`config.mk`:
```
export PLATFORM = sky130hd
export DESIGN_NAME = chip_ctrl_top
export DESIGN_NICKNAME = d
export VERILOG_FILES = /design/src/hdl/tag_pkg.sv /design/src/hdl/link_pkg.sv /design/src/hdl/tag_master.sv /design/src/hdl/tag_client.sv /design/src/hdl/link_repeater.sv /design/src/hdl/chip_ctrl_top.sv
export VERILOG_INCLUDE_DIRS = /design/src /design/src/hdl
export SDC_FILE = /design/constraint.sdc
export NUM_CORES = 1
export LEC_CHECK = 0
export ABC_CLOCK_PERIOD_IN_PS = 1600
export BUFFER_PORTS_ARGS = -buffer_cell sky130_fd_sc_hd__clkbuf_2
export CAP_MARGIN = 10
export CORE_UTILIZATION = 40
export DETAILED_ROUTE_END_ITERATION = 10
export SYNTH_ARGS = -nofsm -noshare
export SYNTH_HDL_FRONTEND = slang
export SYNTH_SLANG_ARGS = --single-unit
```
`constraint.sdc`:
```
create_clock -name clk_i -period 1.6 [get_ports clk_i]
set_input_delay 0.32 -clock clk_i [delete_from_list [all_inputs] [get_ports clk_i]]
set_output_delay 0.32 -clock clk_i [all_outputs]
set_load 0.01 [all_outputs]
```
`src/hdl/chip_ctrl_macros.svh`:
```
`ifndef CHIP_CTRL_MACROS_SVH
`define CHIP_CTRL_MACROS_SVH

// Tag bus clients: core, host, router
`define CHIP_CTRL_NUM_CLIENTS 3

// Frame header field after the start bit
`define CHIP_CTRL_CLIENT_ID_WIDTH 2

`define CHIP_CTRL_DID_WIDTH 4

// One reset bit plus the destination id
`define CHIP_CTRL_PAYLOAD_WIDTH (1 + `CHIP_CTRL_DID_WIDTH)

// Data link
`define CHIP_CTRL_LINK_WIDTH 16
`define CHIP_CTRL_REPEATER_DEPTH 2

`endif

```
`src/hdl/tag_pkg.sv`:
```
`include "chip_ctrl_macros.svh"

package tag_pkg;

  // Client select from the frame header
  // 0 core, 1 host, 2 router, 3 unused
  typedef logic [`CHIP_CTRL_CLIENT_ID_WIDTH-1:0] client_id_t;

  typedef logic [`CHIP_CTRL_DID_WIDTH-1:0] did_t;

  // Payload bits arrive reset first, then did msb first
  typedef struct packed {
    logic reset;
    did_t did;
  } tag_payload_s;

  // One serial lane from master to a client
  typedef struct packed {
    logic op;
    logic data;
  } tag_line_s;

  typedef enum logic [1:0] {
    e_idle,
    e_header,
    e_payload
  } master_state_e;

endpackage

```
`src/hdl/link_pkg.sv`:
```
`include "chip_ctrl_macros.svh"

package link_pkg;

  typedef logic [`CHIP_CTRL_LINK_WIDTH-1:0] link_data_t;

  // Forward half of the ready/valid link
  // Ready travels back as its own wire
  typedef struct packed {
    logic       v;
    link_data_t data;
  } link_s;

endpackage

```
`src/hdl/tag_master.sv`:
```
`timescale 1ns/1ps

`include "chip_ctrl_macros.svh"

module tag_master (
  input  logic                                             clk_i,
  input  logic                                             reset_i,
  input  logic                                             tag_data_i,
  input  logic                                             tag_en_i,
  output tag_pkg::tag_line_s [`CHIP_CTRL_NUM_CLIENTS-1:0] tag_lines_o
);

  localparam int cnt_width_lp = $clog2(`CHIP_CTRL_PAYLOAD_WIDTH);
  localparam int id_width_lp  = `CHIP_CTRL_CLIENT_ID_WIDTH;

  tag_pkg::master_state_e  state_r;
  tag_pkg::master_state_e  state_n;
  tag_pkg::client_id_t     id_r;
  logic [cnt_width_lp-1:0] cnt_r;
  logic                    last_hdr;
  logic                    last_pay;

  assign last_hdr = (cnt_r == cnt_width_lp'(id_width_lp - 1));
  assign last_pay = (cnt_r == cnt_width_lp'(`CHIP_CTRL_PAYLOAD_WIDTH - 1));

  //////////////////////////////////////////////////////////////////////
  // Frame FSM

  always_comb
  begin
    state_n = state_r;
    case (state_r)
      tag_pkg::e_idle:    if (tag_en_i && tag_data_i) state_n = tag_pkg::e_header;
      tag_pkg::e_header:  if (tag_en_i && last_hdr)   state_n = tag_pkg::e_payload;
      tag_pkg::e_payload: if (tag_en_i && last_pay)   state_n = tag_pkg::e_idle;
      default:            state_n = tag_pkg::e_idle;
    endcase
  end

  always_ff @(posedge clk_i)
  begin
    if (reset_i)
    begin
      state_r <= tag_pkg::e_idle;
      cnt_r   <= '0;
    end
    else
    begin
      state_r <= state_n;
      // Counter restarts on every state change
      if (state_r == tag_pkg::e_idle || (state_n != state_r))
        cnt_r <= '0;
      else if (tag_en_i)
        cnt_r <= cnt_r + 1'b1;
    end
  end

  // Client id, msb first
  always_ff @(posedge clk_i)
  begin
    if (state_r == tag_pkg::e_header && tag_en_i)
      id_r <= {id_r[id_width_lp-2:0], tag_data_i};
  end

  //////////////////////////////////////////////////////////////////////
  // Payload steering

  // Id 3 matches no line, so that frame is dropped here
  always_ff @(posedge clk_i)
  begin
    if (reset_i)
      tag_lines_o <= '0;
    else
    begin
      for (int i = 0; i < `CHIP_CTRL_NUM_CLIENTS; i++)
      begin
        tag_lines_o[i] <= '0;
        if (state_r == tag_pkg::e_payload && tag_en_i
            && id_r == tag_pkg::client_id_t'(i))
        begin
          tag_lines_o[i].op   <= 1'b1;
          tag_lines_o[i].data <= tag_data_i;
        end
      end
    end
  end

endmodule

```
`src/hdl/tag_client.sv`:
```
`timescale 1ns/1ps

`include "chip_ctrl_macros.svh"

module tag_client (
  input  logic                  clk_i,
  input  logic                  reset_i,
  input  tag_pkg::tag_line_s    tag_line_i,
  output tag_pkg::tag_payload_s payload_o,
  output logic                  new_o
);

  localparam int width_lp     = `CHIP_CTRL_PAYLOAD_WIDTH;
  localparam int cnt_width_lp = $clog2(width_lp);

  logic [width_lp-1:0]     shift_r;
  logic [cnt_width_lp-1:0] cnt_r;
  logic                    done_r;

  // Bits come msb first, so shifting left leaves reset on top
  always_ff @(posedge clk_i)
  begin
    if (tag_line_i.op)
      shift_r <= {shift_r[width_lp-2:0], tag_line_i.data};
  end

  always_ff @(posedge clk_i)
  begin
    if (reset_i)
    begin
      cnt_r  <= '0;
      done_r <= 1'b0;
    end
    else
    begin
      done_r <= 1'b0;
      if (tag_line_i.op)
      begin
        if (cnt_r == cnt_width_lp'(width_lp - 1))
        begin
          cnt_r  <= '0;
          done_r <= 1'b1;
        end
        else
          cnt_r <= cnt_r + 1'b1;
      end
    end
  end

  // Only a full frame is ever copied out
  always_ff @(posedge clk_i)
  begin
    if (reset_i)
    begin
      payload_o <= '0;
      new_o     <= 1'b0;
    end
    else
    begin
      new_o <= done_r;
      if (done_r)
        payload_o <= tag_pkg::tag_payload_s'(shift_r);
    end
  end

endmodule

```
`src/hdl/link_repeater.sv`:
```
`timescale 1ns/1ps

`include "chip_ctrl_macros.svh"

module link_repeater (
  input  logic            clk_i,
  input  logic            reset_i,
  input  logic            flush_i,
  input  link_pkg::link_s in_i,
  output logic            in_ready_o,
  output link_pkg::link_s out_o,
  input  logic            out_ready_i
);

  localparam int depth_lp     = `CHIP_CTRL_REPEATER_DEPTH;
  localparam int ptr_width_lp = (depth_lp > 1) ? $clog2(depth_lp) : 1;
  localparam int cnt_width_lp = $clog2(depth_lp + 1);

  link_pkg::link_data_t    mem_r [depth_lp];
  logic [ptr_width_lp-1:0] wr_ptr_r;
  logic [ptr_width_lp-1:0] rd_ptr_r;
  logic [cnt_width_lp-1:0] count_r;
  logic                    enq;
  logic                    deq;

  // Held closed on both sides while the router is in reset
  assign in_ready_o = !flush_i && (count_r < cnt_width_lp'(depth_lp));
  assign out_o.v    = !flush_i && (count_r != '0);
  assign out_o.data = mem_r[rd_ptr_r];

  assign enq = in_i.v && in_ready_o;
  assign deq = out_o.v && out_ready_i;

  always_ff @(posedge clk_i)
  begin
    if (enq)
      mem_r[wr_ptr_r] <= in_i.data;
  end

  always_ff @(posedge clk_i)
  begin
    if (reset_i || flush_i)
    begin
      wr_ptr_r <= '0;
      rd_ptr_r <= '0;
      count_r  <= '0;
    end
    else
    begin
      if (enq)
        wr_ptr_r <= (wr_ptr_r == ptr_width_lp'(depth_lp - 1)) ? '0 : wr_ptr_r + 1'b1;
      if (deq)
        rd_ptr_r <= (rd_ptr_r == ptr_width_lp'(depth_lp - 1)) ? '0 : rd_ptr_r + 1'b1;
      count_r <= count_r + cnt_width_lp'(enq) - cnt_width_lp'(deq);
    end
  end

endmodule

```
`src/hdl/chip_ctrl_top.sv`:
```
`timescale 1ns/1ps

`include "chip_ctrl_macros.svh"

module chip_ctrl_top (
  input  logic                              clk_i,
  input  logic                              reset_i,
  input  logic                              tag_data_i,
  input  logic                              tag_en_i,
  input  link_pkg::link_s                   link_in_i,
  input  logic                              link_out_ready_i,
  output logic                              link_in_ready_o,
  output link_pkg::link_s                   link_out_o,
  output logic                              core_reset_o,
  output tag_pkg::did_t                     core_did_o,
  output logic                              host_reset_o,
  output tag_pkg::did_t                     host_did_o,
  output tag_pkg::did_t                     router_did_o,
  output logic [`CHIP_CTRL_NUM_CLIENTS-1:0] tag_new_o
);

  //////////////////////////////////////////////////////////////////////
  // Tag master

  tag_pkg::tag_line_s [`CHIP_CTRL_NUM_CLIENTS-1:0] tag_lines_lo;

  tag_master btm (
    .clk_i       (clk_i),
    .reset_i     (reset_i),
    .tag_data_i  (tag_data_i),
    .tag_en_i    (tag_en_i),
    .tag_lines_o (tag_lines_lo)
  );

  //////////////////////////////////////////////////////////////////////
  // Tag clients

  tag_pkg::tag_payload_s core_tag_data_lo;
  tag_pkg::tag_payload_s host_tag_data_lo;
  tag_pkg::tag_payload_s router_tag_data_lo;

  tag_client btc_core (
    .clk_i      (clk_i),
    .reset_i    (reset_i),
    .tag_line_i (tag_lines_lo[0]),
    .payload_o  (core_tag_data_lo),
    .new_o      (tag_new_o[0])
  );

  tag_client btc_host (
    .clk_i      (clk_i),
    .reset_i    (reset_i),
    .tag_line_i (tag_lines_lo[1]),
    .payload_o  (host_tag_data_lo),
    .new_o      (tag_new_o[1])
  );

  tag_client btc_router (
    .clk_i      (clk_i),
    .reset_i    (reset_i),
    .tag_line_i (tag_lines_lo[2]),
    .payload_o  (router_tag_data_lo),
    .new_o      (tag_new_o[2])
  );

  assign core_reset_o = core_tag_data_lo.reset;
  assign core_did_o   = core_tag_data_lo.did;
  assign host_reset_o = host_tag_data_lo.reset;
  assign host_did_o   = host_tag_data_lo.did;
  assign router_did_o = router_tag_data_lo.did;

  //////////////////////////////////////////////////////////////////////
  // Link repeater, flushed by the router reset bit

  link_repeater repeater (
    .clk_i       (clk_i),
    .reset_i     (reset_i),
    .flush_i     (router_tag_data_lo.reset),
    .in_i        (link_in_i),
    .in_ready_o  (link_in_ready_o),
    .out_o       (link_out_o),
    .out_ready_i (link_out_ready_i)
  );

endmodule

```
Word-level counts from Yosys, hierarchy flattened
Memories as Yosys holds them, arrays and structs flattened. A register that Yosys moved wholly into a read port is not among the register bits.
Cells that the tools add are included.
- memories: 1
- bits in writable memories: 32
- flip-flop bits (word level): 62
- logic and storage cells: 100
- order comparisons: 1
- reduce and logical (&&, ||, !) cells: 25
- $add $sub $neg: 8
- mux-type cells: 19
- eq/ne operators: 10
- bitwise logic cells: 6
- memory list (memory ; words ; bits a word ; read ports ; clocked after Yosys merged registers in ; wr ports ; line ; RTL):
    repeater.mem_r ; 2 ; 16 ; 1 ; 1 ; 1 ; link_repeater.sv:19 ; link_pkg::link_data_t mem_r [depth_lp];
- operators with widths (operator ; count):
    OR reduction 2 bit ; 7
    adder 3 x 1 -> 3 bit (second input constant) ; 4
    == test 3 bit (second input constant) ; 4
    logical AND 1 bit ; 12
    two-way mux 2 bit ; 6
    two-way mux 1 bit ; 9
    two-way mux 3 bit ; 3
    inverter 1 bit ; 6
    one-hot mux 2 bit (3 select lines) ; 1
    == test 2 x 1 -> 1 bit (second input constant) ; 2
    == test 2 bit (second input constant) ; 2
    logical NOT 2 bit ; 2
    == test 3 x 1 -> 1 bit (second input constant) ; 1
    adder 1 bit (second input constant) ; 2
    adder 2 x 1 -> 2 bit ; 1
    logical OR 1 bit ; 2
    < comparator 2 bit (second input constant) ; 1
    inequality test 2 bit ; 1
    nonzero test 2 bit ; 1
    subtractor 2 x 1 -> 2 bit ; 1
    logical NOT 1 bit ; 1

Longest topological paths before layout
Gate-level depths: netlist of run 1.
- depth in word-level cells: 7
- depth in mapped cells: 8
- mapped depth without buffers: 8

Hierarchy
From an unflattened synthesis of run 1, not the netlist that was laid out.
- cells, all modules: 255
- area total of the unflattened synthesis: 3636.0 µm²
- modules (own cells, without submodules) (module ; area an instance (µm²) ; cells an instance ; times used):
    tag_client ; 550.5 ; 43 ; 3
    link_repeater ; 1452.6 ; 77 ; 1
    tag_master ; 531.8 ; 49 ; 1

Least setup slack after synthesis of run 1
Ideal clock, no wire load.
- path type: register to register
- start: reg btc_router.payload_o[4] in the netlist's numbering
- end: mem repeater.mem_r[0][0] in the netlist's numbering, enable pin
- period minus slack after synthesis: 1.892 ns
- data arrival time: 1.502 ns
- stages on the path, launching flop included: 4
- path slack: -0.292 ns
- cell sequence: dfxtp_1 -> nor2_1 -> and2_1 -> nor2b_1
- cells in the longest elaborated chain, start to end: 5
- RTL lines (element ; line ; RTL):
    start, declared ; tag_client.sv:9 ; output tag_pkg::tag_payload_s payload_o,
    start signal, assigned ; tag_client.sv:62 ; payload_o <= tag_pkg::tag_payload_s'(shift_r);
    logical NOT 1 bit ; link_repeater.sv:27 ; assign in_ready_o = !flush_i && (count_r < cnt_width_lp'(depth_lp));
    logical AND 1 bit ; link_repeater.sv:27 ;
    net link_in_ready_o ; chip_ctrl_top.sv:12 ; output logic link_in_ready_o,
    logical AND 1 bit ; link_repeater.sv:31 ; assign enq = in_i.v && in_ready_o;
    net repeater.enq ; link_repeater.sv:23 ; logic enq;
    two-way mux 1 bit ; link_repeater.sv:36 ; if (enq)
    two-way mux 1 bit (implied by the code) ; link_repeater.sv:37 ; mem_r[wr_ptr_r] <= in_i.data;
    end, declared ; link_repeater.sv:19 ;
The timed path passes the listed nets, and every way through them passes these cells.

==> results of run 1 <==
-- critical path, cell delays in order (launching register included) --
cell,delay (ns)
dfxtp_4,0.41
buf_12,0.15
mux2_4,0.31
buf_6,0.12
-- registers in the layout, indices dropped and copies added (netlist names), named ones only --
register and cells:
repeater.mem_r 32, btm.tag_lines_o 6, btc_core.payload_o 5, btc_core.shift_r 5
btc_host.payload_o 5, btc_host.shift_r 5, btc_router.payload_o 5, btc_router.shift_r 5
btc_core.cnt_r 3, btc_host.cnt_r 3, btc_router.cnt_r 3, btm.cnt_r 3
btm.id_r 2, btm.state_r 2, repeater.count_r 2, btc_core.done_r 1
btc_core.new_o 1, btc_host.done_r 1, btc_host.new_o 1, btc_router.done_r 1
btc_router.new_o 1, repeater.rd_ptr_r 1, repeater.wr_ptr_r 1
-- layout make-up --
cell class                 count  area, um2
sequential                    95       2400
multi-input combinational    140       1154
tap                          105      131.4
inverter                      11      41.29
clock buffer                   9      123.9
clock inverter                 7      73.82
timing repair buffer          66      513.0
fill                         730       3945
-- worst min-delay path by stage --
stage | to | slack, ns
2_1_floorplan | btc_core.shift_r[0]$_DFFE_PP_ | 0.39
3_3_place_gp | btc_router.shift_r[0]$_DFFE_PP_ | 0.39
3_5_place_dp | btc_core.shift_r[0]$_DFFE_PP_ | 0.39
4_1_cts | repeater.mem_r[1][6]$_DFFE_PP_ | 0.11
5_1_grt | repeater.mem_r[1][9]$_DFFE_PP_ | 0.11
6_report | repeater.mem_r[1][6]$_DFFE_PP_ | 0.13
-- logic make-up (layout without fill, tap and decap cells) --
group                      Yosys count  after routing  synth area share, %
adders and majority gates           11             11                3.881
buffers and inverters               24             93                3.070
and+or+nand+nor                     73             73                11.15
DFF                                 95             95                67.47
AOI/OAI and AO/OA                   16             16                2.752
xor gates and xnor gates             5              5                1.235
muxes                               35             35                10.44
-- stage by stage --
stage            TNS, ns  utilization [%]  power (uW)  cell area, um2  hold slack, ns
2_1_floorplan  -0.001372                -        3507            3597          0.3855
3_3_place_gp           0            48.19        3887            4039          0.3883
3_5_place_dp   -0.002912            48.19        3916            4039          0.3895
4_1_cts           -1.452            51.38        5574            4307          0.1133
5_1_grt           -1.700            52.93        5993            4437          0.1134
6_report         -0.9030            52.93        5689            4437          0.1336
-- layout by cell type (no fill, tap or decap), drive strengths merged --
cell     instances
nor2            27
nand2           10
nand4b           1
or2              1
mux2i           19
clkbuf          49
and2             6
and3             2
a21boi           1
o21ba            1
nand4bb          1
dfxtp           46
nor3             1
o21ai            5
buf             26
nor3b            6
mux2            16
ha              11
inv             15
nand3b           5
clkinv           3
xor2             1
nor2b            5
nand2b           3
a21oi            7
a311o            1
xnor2            4
a32oi            1
nand3            4
edfxtp          49
or4b             1
-- per-layer routing --
metal	vias to the layer above	global-route usage [%]	part of all wire (%)
met5	-	0	0
met4	0	5.224	1.6
met3	7	5.529	6.5
met2	41	21.10	47
met1	957	16.21	45
li1	1032	-	-
-- power breakdown --
part | total, uW | switching [uW] | internal [uW]
registers | 2830 | 76.8 | 2760
logic | 1330 | 521 | 807
clock network | 1530 | 913 | 616
-- timing repair --
action                                  CTS  global route
gates resized for setup                  12            40
cloned                                    1             0
setup buffers                             1             0
pin swaps                                 3             0
endpoints found under the setup margin   17            17
==> results.py, run 1 <==
metrics = {
    "sta": {
        "fin_crit_sh_pct": 104.1,
        "slew_viol_final": 0,
        "slew_headroom_pct": 71.80,
        "finalWorstSetupSlack_ns": -0.06614,
        "hold_violations": 0,
        "finalCriticalPeriod_ns": 1.666,
        "clock_skew_ns": 0.01256,
        "worst_slew_pin_slew_ns": 0.4224,
        "rsz0062_at_grt": "true",
        "fmax_ghz": 0.6002,
        "finalSetupViolations": 16,
    },
    "synth": {
        "synth_most_common_cell": "edfxtp_1",
        "syn_area_um2": 3546,
        "synth_edf_count": 49,
        "yosys_warnings": 0,
        "ys_ff_latch": 95,
        "synth_top_area_share_pct": 41.50,
        "synth_top_area_cell": "edfxtp_1",
        "avgSynthCellArea_um2": 13.69,
        "async_flop_share_pct": 0,
        "ys_types": 33,
        "mappedNetlistNets": 292,
        "synth_area_leaders": "edfxtp_1 41%, dfxtp_1 26%, mux2i_1 5.4%",
        "yosysSeqAreaShare_pct": 67.47,
        "synth_cells": 259,
        "ys_top_cells_by_count": "49 x edfxtp_1, 46 x dfxtp_1, 27 x nor2_1",
        "synth_flop_cell": "edfxtp_1",
    },
    "cts": {
        "cts.sinks": 95,
        "clock-root-buffer": "clkbuf_8",
        "cts_hold_buf": 0,
        "clkLatencyLatePin_ns": 0.37,
        "cts_tree": "built",
        "max-clock-path-buffers": 2,
        "htree_levels": 3,
        "numCtsBuffers": 9,
        "clkSlewWorstSetupHoldPaths_ns": 0.11,
    },
    "setup_path": {
        "r2r_end": "repeater.count_r[1]$_SDFF_PP0_",
        "ff2ff_path_depth": 8,
        "cp.arrival_ns": 1.35,
        "crit_end": "link_out_o[12]",
        "rr_startpoint": "repeater.count_r[0]$_SDFF_PP0_",
        "critPathMaxFanout": 8,
        "critPathLaunchType": "flip-flop",
        "worstSetupPathType": "flip-flop to primary output",
        "worst_ep_required_time_ns": 1.28,
        "rrSetupSlack_ns": 0,
        "end_kind": "primary output",
    },
    "job": {
        "max_cap_violations": 0,
    },
    "finish": {
        "drive_gt1_share_pct": 34.45,
        "fin_cells": 433,
        "fin_nets": 356,
        "area_delta_synth_final_pct": 25.12,
        "antennaDiodeCount": 0,
    },
    "power": {
        "cellPowerDensity_nw_per_um2": 1282,
        "peakVddDrop_uv": 453.7,
        "cellLeakagePower_uw": 0.001664,
    },
    "floorplanning": {
        "die_h_um": 96.15,
        "ios": 57,
        "start_util_pct": 42.30,
        "dieArea_um2": 9245,
        "fp.coreArea_um2": 8382,
        "num_rows": 33,
        "die_w_um": 96.15,
    },
    "grt": {
        "grt_max_degree": 20,
        "grt_use_total_pct": 13.37,
        "grt_pass1_wl_mm": 8.894,
        "gr-total-overflow": 0,
        "grt_pass1_vias": 1869,
        "antenna_found_initial": 0,
    },
    "drt": {
        "routedWlPerCell_um": 13.09,
        "viasPerCell": 4.704,
        "num_vias": 2037,
        "antenna_left": 0,
        "drc_errors": 0,
        "wl_mm": 5.667,
        "drt-pass1-iter-count": 4,
        "drt-initial-drc-count": 59,
    },
    "place": {
        "dp_hpwl_mm": 3.811,
        "place.gp.congestion": 0.7168,
        "preCtsSetupSlack_ns": -0.002912,
        "dp_cells": 415,
        "io_buffers": 56,
    },
    "run_status": {
        "status": "complete, but fails checks",
        "violations": "negative setup slack",
    },
    "worst_hold_path": {
        "min-delay-path-class": "input pin to flip-flop",
        "hp-start": "link_in_i[6]",
        "min_delay_path_depth": 1,
    },
}
Note: power is estimated with default switching activity, not from simulation.
==> run 2: changes to the inputs <==
--- a/config.mk
+++ b/config.mk
@@ -6,9 +6,10 @@
 export SDC_FILE = /design/constraint.sdc
 export NUM_CORES = 1
 export LEC_CHECK = 0
-export ABC_CLOCK_PERIOD_IN_PS = 1600
+export ABC_CLOCK_PERIOD_IN_PS = 2000
 export BUFFER_PORTS_ARGS = -buffer_cell sky130_fd_sc_hd__clkbuf_2
 export CAP_MARGIN = 10
+export CORE_ASPECT_RATIO = 1.2
 export CORE_UTILIZATION = 40
 export DETAILED_ROUTE_END_ITERATION = 10
 export SYNTH_ARGS = -nofsm -noshare
==> constraint.sdc (replaced) <==
create_clock -name clk_i -period 2 [get_ports clk_i]
set_input_delay 0.4 -clock clk_i [delete_from_list [all_inputs] [get_ports clk_i]]
set_output_delay 0.4 -clock clk_i [all_outputs]
set_load 0.01 [all_outputs]
==> results.py, run 2 (synthesized netlist as in run 1, its figures left out) <==
metrics = {
    "cts": {
        "cts_hold_buf": 0,
        "htree_levels": 3,
        "cts.sinks": 95,
        "numCtsBuffers": 9,
        "clkSlewWorstSetupHoldPaths_ns": 0.10,
        "cts_resized": 0,
        "clkLatencyLatePin_ns": 0.35,
        "clock-root-buffer": "clkbuf_8",
        "cts_setup_buffers": 0,
        "cts_tree": "built",
        "max-clock-path-buffers": 2,
    },
    "finish": {
        "postLayoutCoreUtil_pct": 48.23,
        "drive_gt1_share_pct": 30.34,
        "largest_reg_flops": 32,
        "largest-register": "repeater.mem_r",
        "fillerInstances": 791,
        "reg.largest.list": "repeater.mem_r (32), btm.tag_lines_o (6)",
        "area_delta_synth_final_pct": 17.11,
        "antennaDiodeCount": 0,
        "final_area_um2": 4153,
        "layout_common_cells": "56 x clkbuf_2, 49 x edfxtp_1, 46 x dfxtp_1, 27 x nor2_1, 19 x mux2i_1",
        "fin_nets": 351,
        "layout_commonest_cell": "clkbuf_2",
    },
    "setup_path": {
        "end_kind": "primary output",
        "ff2ff_path_depth": 8,
        "rr_startpoint": "btc_router.payload_o[4]$_SDFFE_PP0P_",
        "cp.arrival_ns": 1.43,
        "critPathMaxFanout": 15,
        "critPathLaunchType": "flip-flop",
        "crit_buf_inv": 2,
        "crit_slowest_cell": "mux2_2",
        "rrSetupSlack_ns": 0.22,
        "worstSetupPathType": "flip-flop to primary output",
        "path_cells": "buf_4, mux2_2, clkbuf_2",
        "worst_ep_required_time_ns": 1.60,
        "path_delay_family": "buffers and inverters",
        "cpPeakStageDelay_ns": 0.36,
        "r2r_end": "repeater.count_r[1]$_SDFF_PP0_",
    },
    "worst_hold_path": {
        "min-delay-path-class": "input pin to flip-flop",
        "hp-start": "link_in_i[11]",
        "min_delay_worst_endpoint": "repeater.mem_r[1][11]$_DFFE_PP_",
        "min_delay_path_depth": 1,
    },
    "place": {
        "place.gp.congestion": 0.6872,
        "dpl_cell_area_um2": 3943,
        "dp_hpwl_mm": 3.777,
        "io_buffers": 56,
    },
    "sta": {
        "worst_slew_pin_slew_ns": 0.4278,
        "fin_crit_sh_pct": 91.69,
        "slew_headroom_pct": 71.44,
        "finalSetupViolations": 0,
        "hold_violations": 0,
        "slew_viol_final": 0,
        "fmax_ghz": 0.5453,
        "clock_skew_ns": 0.009037,
        "finalCriticalPeriod_ns": 1.834,
        "rsz0062_at_grt": "false",
        "finalSetupTns_ns": 0,
    },
    "floorplanning": {
        "start_util_pct": 41.18,
        "die_w_um": 87.95,
        "dieArea_um2": 9247,
        "die_h_um": 105.1,
        "fp.coreArea_um2": 8611,
        "num_rows": 37,
        "ios": 57,
    },
    "drt": {
        "drc_errors": 0,
        "wl_mm": 5.324,
        "viasPerCell": 4.657,
        "routedWlPerCell_um": 12.10,
        "drt-pass1-iter-count": 4,
        "num_vias": 2049,
        "antenna_left": 0,
        "drt-initial-drc-count": 54,
    },
    "grt": {
        "grt_use_met1_pct": 14.06,
        "grt_use_total_pct": 12.30,
        "met3_usage_pct": 3.870,
        "met2_usage_pct": 19.93,
        "grt_max_degree": 19,
        "antenna_found_initial": 0,
        "grt.busiest_layer": "met2",
        "gr-total-overflow": 0,
        "grt_pass1_vias": 1988,
        "grt_pass1_wl_mm": 8.763,
    },
    "power": {
        "design_power_total_uw": 4183,
        "peakVddDrop_uv": 449.5,
        "intPower_uw": 3139,
        "cellPowerDensity_nw_per_um2": 1007,
        "seq_power_share_pct": 53.7,
        "cellLeakagePower_uw": 0.001527,
        "combPwrFrac_pct": 15.4,
        "swShare_pct": 24.95,
        "p_clk_share_pct": 30.9,
        "netSwitchingPower_uw": 1044,
    },
    "job": {
        "max_cap_violations": 0,
    },
    "run_status": {
        "status": "finished, final reports clean",
    },
}
==> run 2: cell count changes in the layout (fill, tap and decap cells not counted), sizes merged <==
cell,previous run,this run
clkinvlp,0,1
buf,26,5
clkinv,3,0
clkbuf,49,66
bufinv,0,1
==> run 2: final cells by class <==
type | count | area, um2 | share of cell area [%]
well taps | 117 | 146.4 | 3.525
inverters | 11 | 41.29 | 0.9943
multi-input cells | 140 | 1045 | 25.16
flip-flops and latches | 95 | 2392 | 57.61
clock inverters | 6 | 72.57 | 1.748
repair buffers | 61 | 317.8 | 7.653
clock buffers | 10 | 137.6 | 3.314
==> run 2: worst max path at each step <==
stage                                         startpoint                             end  slack, ns  cells past startpoint
global placement    btc_router.payload_o[4]$_SDFFE_PP0P_  repeater.count_r[1]$_SDFF_PP0_       0.29                      8
detailed placement  btc_router.payload_o[4]$_SDFFE_PP0P_  repeater.count_r[1]$_SDFF_PP0_       0.22                      8
finish                                         flip-flop                  link_out_o[13]       0.17                      3
floorplan           btc_router.payload_o[4]$_SDFFE_PP0P_  repeater.mem_r[0][0]$_DFFE_PP_       0.11                      3
CTS                                            flip-flop                  link_out_o[13]       0.13                      3
global route                                   flip-flop                  link_out_o[15]       0.07                      3
==> run 2: metrics by stage <==
stage	hold WS (ns)	cells	setup WS, ns
2_1_floorplan	0.3855	259	0.1078
3_3_place_gp	0.3881	424	0.2860
3_5_place_dp	0.3887	424	0.2197
4_1_cts	0.2064	440	0.1288
5_1_grt	0.2066	440	0.07195
6_report	0.2284	440	0.1661
==> run 2: worst reg2reg max path, stage by stage, from the launching register on <==
cell and delay (ns):
dfxtp_1 0.40, o21ba_2 0.20, and2_1 0.18, ha_1 0.28
inv_1 0.04, ha_1 0.18, xnor2_1 0.14, xnor2_1 0.12
and2_1 0.15
==> run 2: metal layers <==
| layer | vias up | share of wire [%] |
|---|---|---|
| met5 | - | 0 |
| met2 | 55 | 47 |
| li1 | 1018 | - |
| met1 | 967 | 44 |
| met3 | 9 | 6.6 |
| met4 | 0 | 1.7 |
==> run 2: power by group through the flow <==
stage / Sequential (uW) / Combinational (uW) / Clock, uW
after floorplan: 2280 / 436 / 0
after global placement: 2290 / 649 / 0
after detailed placement: 2290 / 660 / 0
after CTS: 2250 / 664 / 1340
after global routing: 2260 / 724 / 1410
final: 2240 / 646 / 1290
